[src/hdl/exPkg.sv]
package exPkg;

	//////////////////// Multiply/divide timing

	// Busy length after the start edge
	localparam int MUL_CYCLES = 4;
	localparam int DIV_CYCLES = 32;
	// Down counter sized for the longer run
	localparam int MD_CNT_W = $clog2(DIV_CYCLES + 1);

	typedef logic [MD_CNT_W-1:0] mdCnt;

	//////////////////// Encodings

	// Anything outside this list decodes as reserved
	typedef enum logic [4:0] {
		OP_ADD,
		OP_ADDU,
		OP_SUB,
		OP_AND,
		OP_OR,
		OP_XOR,
		OP_SLT,
		OP_SLL,
		OP_ADDI,
		OP_LUI,
		OP_MULT,
		OP_DIVU,
		OP_MFHI,
		OP_MFLO
	} opCode;

	typedef enum logic [3:0] {
		ALU_ADD,
		ALU_SUB,
		ALU_AND,
		ALU_OR,
		ALU_XOR,
		ALU_SLT,
		ALU_SLL,
		ALU_LUI
	} aluFn;

	// MIPS cause values, 31 for no exception
	typedef enum logic [4:0] {
		EXC_RI = 5'd10,
		EXC_OV = 5'd12,
		EXC_NONE = 5'd31
	} excCode;

	// Operand source seen by the execute stage
	typedef enum logic [1:0] {
		FWD_REG,
		FWD_EX,
		FWD_WB
	} fwdSel;

	//////////////////// Records

	typedef struct packed {
		logic [31:0] pc;
		opCode op;
		logic [4:0] rs;
		logic [4:0] rt;
		logic [4:0] rd;
		logic [15:0] imm;
	} opPkt;

	typedef struct packed {
		logic valid;
		logic [31:0] pc;
		opCode op;
		aluFn fn;
		logic useImm;
		logic regWrite;
		logic isMulDiv;
		logic readHi;
		logic readLo;
		excCode exc;
		logic [4:0] dest;
		logic [31:0] opA;
		logic [31:0] opB;
		logic [31:0] immExt;
		logic [4:0] shamt;
		fwdSel fwdA;
		fwdSel fwdB;
	} issueRec;

	typedef struct packed {
		logic valid;
		logic [31:0] pc;
		logic [4:0] dest;
		logic regWrite;
		logic [31:0] value;
		excCode exc;
	} execRec;

	typedef struct packed {
		logic [31:0] pc;
		logic [4:0] rd;
		logic [31:0] value;
		logic wen;
		excCode exc;
	} commitRec;

endpackage

[src/hdl/opIntake.sv]
`timescale 1ns/1ps

module opIntake (
	input  logic        clk,
	input  logic        arstN,
	input  logic        opReq,
	input  exPkg::opPkt opData,
	output logic        opAck,
	input  logic        take,
	output logic        slotValid,
	output exPkg::opPkt slotOp
);

	logic capture;

	// Only into an empty slot, and only after the previous ack fell
	assign capture = opReq && !opAck && !slotValid;

	always_ff @(posedge clk or negedge arstN)
	begin
		if (!arstN)
		begin
			slotValid <= 1'b0;
			opAck <= 1'b0;
		end
		else
		begin
			// Capture and take never coincide, take needs a full slot
			if (capture)
				slotValid <= 1'b1;
			else if (take)
				slotValid <= 1'b0;
			// Ack rises with the capture
			// and is released once the request drops
			if (capture)
				opAck <= 1'b1;
			else if (!opReq)
				opAck <= 1'b0;
		end
	end

	// Slot payload
	always_ff @(posedge clk)
	begin
		if (capture)
			slotOp <= opData;
	end

endmodule

[config.mk]
export PLATFORM = sky130hd
export DESIGN_NAME = opIntake
export DESIGN_NICKNAME = d
export VERILOG_FILES = /design/src/hdl/exPkg.sv /design/src/hdl/opIntake.sv
export SDC_FILE = /design/constraint.sdc
export NUM_CORES = 1
export LEC_CHECK = 0
export BUFFER_PORTS_ARGS = -buffer_cell sky130_fd_sc_hd__buf_2
export CAP_MARGIN = 40
export CORE_MARGIN = 4
export CORE_UTILIZATION = 41
export CTS_CLUSTER_SIZE = 28
export DETAILED_ROUTE_END_ITERATION = 10
export PLACE_DENSITY = 0.77
export RECOVER_POWER = 50
export SLEW_MARGIN = 40
export SYNTH_ARGS = -nofsm -noshare
export SYNTH_HDL_FRONTEND = slang
export SYNTH_SLANG_ARGS = --single-unit
[constraint.sdc]
create_clock -name clk -period 4.5 [get_ports clk]
set_clock_uncertainty 0.2 [all_clocks]
set_input_delay 0.675 -clock clk [delete_from_list [all_inputs] [get_ports clk]]
set_output_delay 0.675 -clock clk [all_outputs]
set_load 0.03 [all_outputs]
==> results of run 1 <==
==> cell usage after synthesis (all sizes together) <==
cell,instances,share of area (%)
a21boi,1,0.35
dfrtp,2,2.4
nor3b,1,0.59
inv,2,0.35
edfxtp,68,96
a21o,1,0.35
==> what timing repair did <==
action | CTS | global route
hold buffers | 1 | 0
hold endpoints to repair | 2 | 0
endpoints found under the setup margin | 0 | 0
==> kinds of logic (layout without fill, tap and decap cells) <==
logic type | after synthesis | after routing | share of synthesized area (%)
and+or+nand+nor | 1 | 1 | 0.588
DFF | 70 | 70 | 98.4
AOI/OAI and AO/OA | 2 | 2 | 0.706
buffers and inverters | 2 | 162 | 0.353
==> worst register-to-register path: cells and delay by family, from the launching register on <==
family / cells / cell delay, ns
and+or+nand+nor: 1 / 1.10
buffers and inverters: 1 / 0.58
DFF: 1 / 0.41
==> flip-flops by register name (all words and copies together) (netlist names) <==
register and flops:
opAck 1, slotValid 1, slotOp 68
==> layer usage <==
layer | vias up | GRT usage [%] | part of all wire, %
li1 | 609 | - | -
met1 | 585 | 12.8 | 30
met2 | 83 | 26.7 | 54
met3 | 7 | 10.0 | 14
met4 | 0 | 8.61 | 1.3
met5 | - | 0 | 0
==> stage by stage <==
stage                     setup slack (ns)  area [µm²]  std cells  total power [mW]
after detailed placement              2.36        2960        285              1.00
after global placement                2.04        2940        284             0.992
after CTS                             2.61        3180        302              1.51
final                                 1.84        3140        302              1.49
after floorplan                      0.497        2130         75             0.917
after global routing                  1.61        3140        302              1.55
==> worst paths after layout <==
| kind | startpoint | cells past startpoint | slack (ns) | endpoint |
|---|---|---|---|---|
| worst min register to register | slotValid | 1 | 0.36 | opAck |
| worst max-delay path | opReq | 3 | 1.84 | slotOp[11] |
| worst min-delay path | opData[17] | 1 | 0.32 | slotOp[17] |
| worst max register to register | opAck | 2 | 1.84 | slotOp[11] |
| max in group asynchronous | arstN | 2 | 3.51 | slotValid |
| min in group asynchronous | arstN | 2 | 0.46 | opAck |
==> cell type report <==
cell class,count,area [µm²],share of cell area (%)
Sequential cell,70,2090,66.7
Timing Repair Buffer,144,721,23.0
Clock buffer,13,169,5.38
Tap cell,67,83.8,2.67
Clock inverter,3,42.5,1.36
Multi-Input combinational cell,3,22.5,0.718
Inverter,2,7.51,0.239
==> power groups by stage <==
stage,logic [mW],registers [mW],clock network [mW]
finish,0.193,0.786,0.511
global route,0.204,0.789,0.555
CTS,0.202,0.787,0.527
detailed placement,0.200,0.800,0
global placement,0.194,0.798,0
floorplan,0.0207,0.896,0
==> impl_metrics.ini, run 1 <==
[run_status]
status = finished clean

[global_routing]
grt_max_degree = 50
grt_pass1_vias = 1387
grtUsageTotal_pct = 15.4
antenna_found_initial = 0
grt-ovfl-total = 0
grt_pass1_wl_um = 6870

[clock_network]
cts_made_buffers = 9
cts_setup_buffers = 0
clock_latency_ns = 0.32
clockBufferDepth = 2
h-tree-depth = 3
clock_sinks = 70
tritoncts = done
cts_root_buf = clkbuf_8
clk_pin_slew_ns = 0.07
cts_resized = 0

[drt]
wl_per_cell_um = 16.4
drt_iter0_drc = 52
final_antenna_net_count = 0
drt-total-wl_um = 4940
first_pass_iters = 3
vias = 1284
vias_per_cell = 4.25
route.detailed.drc = 0

[floorplanning]
io-pin-count = 142
rows = 25
core_region_area_um2 = 4880
die_y_um = 80.0
die-area_um2 = 6400
start_util_pct = 43.6
dieWidth_um = 80.0

[place]
place.gp.congestion = 0.705
hpwl_um = 3660
io_buffers = 141

[cells_and_area]
synthToLayoutAreaGrowth_pct = 47.5
fillers = 375
nNetsFinal = 302
insertedDiodeCount = 0
fin_util_pct = 64.3
layout_common_cells = buf_2 (126), edfxtp_1 (68), clkbuf_1 (17)
final_common_cell = buf_2
final_layout_size_suffix_gt1_share_pct = 60.4

[synthesis]
syn_nets = 147
synth_warnings = 0
synth.cell_area_um2 = 2130
ys_seq_area_share_pct = 98.4
syn_area_per_cell_um2 = 28.4
ys_types = 6
netlist_instances = 75
synth_seq_cells = 70

[worst_setup_path]
crit_buf_inv = 2
required_ns = 4.26
start_kind = primary input
crit_chain = buf_2 -> nor3b_1 -> clkbuf_1
cp-end-kind = flip-flop
crit_fanout = 13
worstSetupPathType = primary input to flip-flop
max_stage_delay_ns = 1.07
crit_path_top_delay_cell = nor3b_1
cp.arrival_ns = 2.42
cpLargestDelayFamily = simple AND/OR/NAND/NOR gates

[power]
p_sw_uw = 362
power_density_nw_per_um2 = 475
swShare_pct = 24.3
leakage_nw = 1.31
pwr-share-clk_pct = 34.3
power_frac_comb_pct = 13.0
power.internal_mw = 1.13
vdd_drop_max_mv = 0.287
pwr-share-seq_pct = 52.8

[timing]
rsz0062_at_grt = no
fmax_mhz = 375
finalSetupViolCount = 0
hold_viol = 0
tightestPinTransition_ns = 1.37
tns_ns = 0
hold_slack_ns = 0.317
min_period_ns = 2.66
maxSlewViolCount = 0
finalCritPeriodShare_pct = 59.2
relSlewSlack_pct = 8.66

[min_path]
min_path_type = primary input to flip-flop

[run]
maxCapViolations = 0
(Power assumes the default switching activity.)
==> run 2, diff against run 1 <==
==> constraint.sdc (replaced) <==
create_clock -name clk -period 2.5 [get_ports clk]
set_clock_uncertainty 0.2 [all_clocks]
set_input_delay 0.375 -clock clk [delete_from_list [all_inputs] [get_ports clk]]
set_output_delay 0.375 -clock clk [all_outputs]
set_load 0.03 [all_outputs]
==> run 2 against run 1 <==
Combinational power is 110% higher. Sequential share of layout area is 9.4 points lower. Core utilization is 11 points higher.
==> impl_metrics.ini, run 2 (synthesis gave the netlist of run 1 again) <==
[cells_and_area]
top_regs = slotOp x68, opAck x1, slotValid x1
largest_reg_flops = 68
regMostFlops = slotOp
fillers = 319
final_common_cell = buf_2
final_layout_size_suffix_gt1_share_pct = 43.7
layout_common_cells = buf_2 (105), edfxtp_1 (68), dlygate4sd3_1 (50)
nNetsFinal = 351
synthToLayoutAreaGrowth_pct = 72.0
fin_cells = 352

[run_status]
status = finished clean

[clock_network]
tritoncts = done
cts_root_buf = clkbuf_8
cts_resized = 0
clockBufferDepth = 2
clock_sinks = 70
cts_made_buffers = 9
h-tree-depth = 3
clk_pin_slew_ns = 0.07
clock_latency_ns = 0.33

[global_routing]
antenna_found_initial = 1
grt_pass1_wl_um = 8800
grt_max_degree = 48
grtUsageTotal_pct = 19.7
grt-ovfl-total = 0
grt_pass1_vias = 1687

[timing]
min_period_ns = 1.76
fmax_mhz = 569
tns_ns = 0
hold_viol = 0
tightestPinTransition_ns = 0.569
finalCritPeriodShare_pct = 70.2
relSlewSlack_pct = 62.1
rsz0062_at_grt = no
maxSlewViolCount = 0
finalSetupViolCount = 0

[drt]
vias_per_cell = 4.36
first_pass_iters = 4
vias = 1534
wl_per_cell_um = 17.4
drt_iter0_drc = 85
drt-total-wl_um = 6130
final_antenna_net_count = 0
route.detailed.drc = 0

[worst_setup_path]
required_ns = 2.27
start_kind = flip-flop
cp.arrival_ns = 1.52
crit_start = slotValid
crit_fanout = 47
cp-end-kind = flip-flop
r2r-start = slotValid
ff2ff_path_depth = 2
worstSetupPathType = flip-flop to flip-flop

[place]
io_buffers = 141
place.gp.congestion = 0.681
dp.cells = 285
hpwl_um = 3470

[power]
power_frac_comb_pct = 13.4
pwr-share-seq_pct = 47.3
p_sw_uw = 716
swShare_pct = 23.8
power.internal_mw = 2.29
fin_total_pwr_mw = 3.01
vdd_drop_max_mv = 0.463
pwr-share-clk_pct = 39.3
power_density_nw_per_um2 = 822
leakage_nw = 1.49

[min_path]
hold_depth = 1
min_from = opData[60]
min_path_type = primary input to flip-flop

[floorplanning]
start_util_pct = 43.6
die_y_um = 80.0
die-area_um2 = 6400
dieWidth_um = 80.0
core_region_area_um2 = 4880
rows = 25
io-pin-count = 142

[run]
maxCapViolations = 0
run 2: area by class of cell:
cell class	count	area (µm²)	area share (%)
multi-input combinational	3	33.8	0.923
antenna	1	2.50	0.0684
clock buffer	9	124	3.39
tap	67	83.8	2.29
sequential	70	2090	57.3
clock inverter	7	136	3.73
inverter	2	7.51	0.205
timing repair buffer	193	1180	32.1
run 2: per-layer routing:
layer  vias to the layer above  GRT usage [%]  share of wire (%)
met1                       715           17.7                 32
met3                         6           12.2                 13
met2                       103           35.0                 55
li1                        710              -                  -
met5                         -              0                  0
met4                         0           7.94               0.80
run 2: worst max-delay path, stage by stage, from the launching register on:
cell and delay (ns):
dfrtp_2 0.45, nor3b_4 0.21, buf_4 0.51
run 2: worst paths after layout:
kind,slack [ns],to
min in group asynchronous,0.19,opAck
max reg2reg,0.74,slotOp[37]
max,0.74,slotOp[37]
min reg2reg,0.39,opAck
min,0.01,slotOp[60]
max in group asynchronous,1.75,slotValid
run 2: what timing repair did:
| item | 4_1_cts | 5_1_grt |
|---|---|---|
| hold endpoints to repair | 39 | 12 |
| buffers inserted | 0 | 0 |
| hold buffers | 38 | 12 |
run 2: through the flow:
| stage | utilization, % | instance area (µm²) | setup WS (ns) | hold slack [ns] |
|---|---|---|---|---|
| after floorplan | - | 2140 | -0.448 | -0.121 |
| after global placement | 60.3 | 2940 | 0.787 | -0.0369 |
| after detailed placement | 60.3 | 2940 | 0.762 | -0.0337 |
| after CTS | 73.4 | 3580 | 0.769 | 0.000106 |
| after global routing | 75.0 | 3660 | 0.658 | -0.00812 |
| final | 75.0 | 3660 | 0.744 | 0.00973 |
run 2: power groups by stage:
| stage | Sequential (mW) | Combinational, mW | Clock, mW |
|---|---|---|---|
| 2_1_floorplan | 1.61 | 0.0387 | 0 |
| 3_3_place_gp | 1.44 | 0.344 | 0 |
| 3_5_place_dp | 1.44 | 0.349 | 0 |
| 4_1_cts | 1.42 | 0.396 | 1.18 |
| 5_1_grt | 1.43 | 0.430 | 1.26 |
| 6_report | 1.42 | 0.404 | 1.18 |
==> run 3, diff against run 2 <==
--- a/config.mk
+++ b/config.mk
@@ -8,10 +8,10 @@
 export BUFFER_PORTS_ARGS = -buffer_cell sky130_fd_sc_hd__buf_2
 export CAP_MARGIN = 40
 export CORE_MARGIN = 4
-export CORE_UTILIZATION = 41
+export CORE_UTILIZATION = 37
 export CTS_CLUSTER_SIZE = 28
 export DETAILED_ROUTE_END_ITERATION = 10
-export PLACE_DENSITY = 0.77
+export PLACE_DENSITY = 0.73
 export RECOVER_POWER = 50
 export SLEW_MARGIN = 40
 export SYNTH_ARGS = -nofsm -noshare
==> constraint.sdc (replaced) <==
create_clock -name clk -period 1.6 [get_ports clk]
set_clock_uncertainty 0.2 [all_clocks]
set_input_delay 0.24 -clock clk [delete_from_list [all_inputs] [get_ports clk]]
set_output_delay 0.24 -clock clk [all_outputs]
set_load 0.03 [all_outputs]
==> run 3 against run 2 <==
Final cell count is 7.7% higher. Die area increased by 9.7%. Non-clock buffer count is 23 higher. Flip-flop and latch count stayed put. Combinational power rose by 76%. Power up 40%. Highest routed layer unchanged. Global-route usage fell by 0.39 points. Via count grew 7.4%. Sequential power up 56%. Largest cell class unchanged. Critical path depth is 3 higher. Cell area rose by 5.2%.
==> impl_metrics.ini, run 3 (synthesis gave the netlist of run 1 again) <==
[run_status]
status = finished clean

[worst_setup_path]
cp.arrival_ns = 1.42
start_kind = primary input
ff2ff_path_depth = 3
r2r-start = slotValid
crit_fanout = 24
worstReg2RegEnd = slotOp[42]
reg2reg_slack_ns = 0.11
required_ns = 1.44
cp-end-kind = flip-flop
worstSetupPathType = primary input to flip-flop

[cells_and_area]
fin_cells = 379
top_regs = slotOp x68, opAck x1, slotValid x1
final_common_cell = buf_2
largest_reg_flops = 68
fin_area_um2 = 3850
fin_util_pct = 69.5
layout_common_cells = buf_2 (104), dlygate4sd3_1 (71), edfxtp_1 (68)
final_layout_size_suffix_gt1_share_pct = 40.4
fillers = 376
insertedDiodeCount = 0
nNetsFinal = 374
synthToLayoutAreaGrowth_pct = 80.9
regMostFlops = slotOp

[min_path]
min_path_type = primary input to asynchronous set/reset pin

[floorplanning]
die-area_um2 = 7030
io-pin-count = 142
core_region_area_um2 = 5540
dieWidth_um = 83.8
rows = 27
start_util_pct = 38.4
die_y_um = 83.8

[power]
vdd_drop_max_mv = 0.946
power_density_nw_per_um2 = 1100
leakage_nw = 1.56

[timing]
maxSlewViolCount = 0
finalSetupViolCount = 0
tightestPinTransition_ns = 0.417
finalCritPeriodShare_pct = 98.9
relSlewSlack_pct = 72.3
fmax_mhz = 632
min_period_ns = 1.58
hold_viol = 0

[place]
io_buffers = 141
dp.cells = 290
dpl_cell_area_um2 = 2960
place.gp.congestion = 0.702

[drt]
vias = 1647
drt_iter0_drc = 95
final_antenna_net_count = 0
route.detailed.drc = 0
wl_per_cell_um = 17.2
first_pass_iters = 4
drt-total-wl_um = 6540
vias_per_cell = 4.35

[clock_network]
clock_sinks = 70
tritoncts = done
clockBufferDepth = 2
clock_latency_ns = 0.32
cts_root_buf = clkbuf_8
cts_made_buffers = 9
h-tree-depth = 3
clk_pin_slew_ns = 0.07

[run]
maxCapViolations = 0

[global_routing]
grt_pass1_wl_um = 10000
grt-ovfl-total = 0
grtUsageTotal_pct = 19.3
grt_pass1_vias = 1913
grt_max_degree = 50
antenna_found_initial = 0
-- run 3: changes by cell type in the layout (fill, tap and decap cells not counted), sizes merged --
cell,delta
dlygate4sd3,+21
diode,-1
bufinv,-4
clkinv,-2
clkbuf,+8
-- run 3: stage by stage --
| step | hold slack [ns] | TNS (ns) | power, mW | worst slack (ns) |
|---|---|---|---|---|
| final | 0.0644 | 0 | 4.22 | 0.0174 |
| after global routing | 0.0506 | -0.0867 | 4.39 | -0.00838 |
| after CTS | 0.00428 | 0 | 4.23 | 0.0255 |
| after detailed placement | -0.172 | 0 | 2.81 | 0.0792 |
| after global placement | -0.171 | 0 | 2.80 | 0.108 |
| after floorplan | -0.256 | -92.81 | 2.58 | -1.35 |
-- run 3: worst max path at each step --
stage / from / endpoint / slack [ns] / cells after the start
global route: opReq / slotOp[3] / -0.008 / 5
finish: opReq / slotOp[42] / 0.02 / 5
global placement: slotValid / slotOp[18] / 0.11 / 2
CTS: opReq / slotOp[60] / 0.03 / 4
floorplan: slotValid / slotOp[0] / -1.35 / 1
detailed placement: slotValid / slotOp[39] / 0.08 / 2
-- run 3: layout make-up --
cell class | instances | area, µm² | share of cell area (%)
clock inverters | 1 | 5.00 | 0.130
multi-input cells | 3 | 33.8 | 0.878
well taps | 72 | 90.1 | 2.34
inverters | 2 | 7.51 | 0.195
flip-flops and latches | 70 | 2090 | 54.4
clock buffers | 15 | 176 | 4.58
repair buffers | 216 | 1440 | 37.5
-- run 3: timing repair --
item	in CTS	in global routing
gates resized for setup	0	3
setup endpoints to repair	0	68
hold endpoints to repair	72	0
hold buffers	71	0
setup buffers	0	1
-- run 3: per-layer routing --
layer	vias to the layer above	track usage, %	wire [µm]
met5	-	0	0
met4	0	8.92	167
met3	15	10.1	721
met2	98	33.4	3470
met1	783	19.1	2170
li1	751	-	-
-- run 3: report_power, final --
group | switching, mW | internal (mW)
combinational | 0.434 | 0.278
sequential | 0.0437 | 2.18
clock | 0.601 | 0.691
total | 1.08 | 3.15
-- run 3: worst max-delay path, cell delays in order --
cell           delay (ns)
dlygate4sd3_1        0.53
buf_2                0.11
nor3b_4              0.18
buf_6                0.15
clkbuf_16            0.20
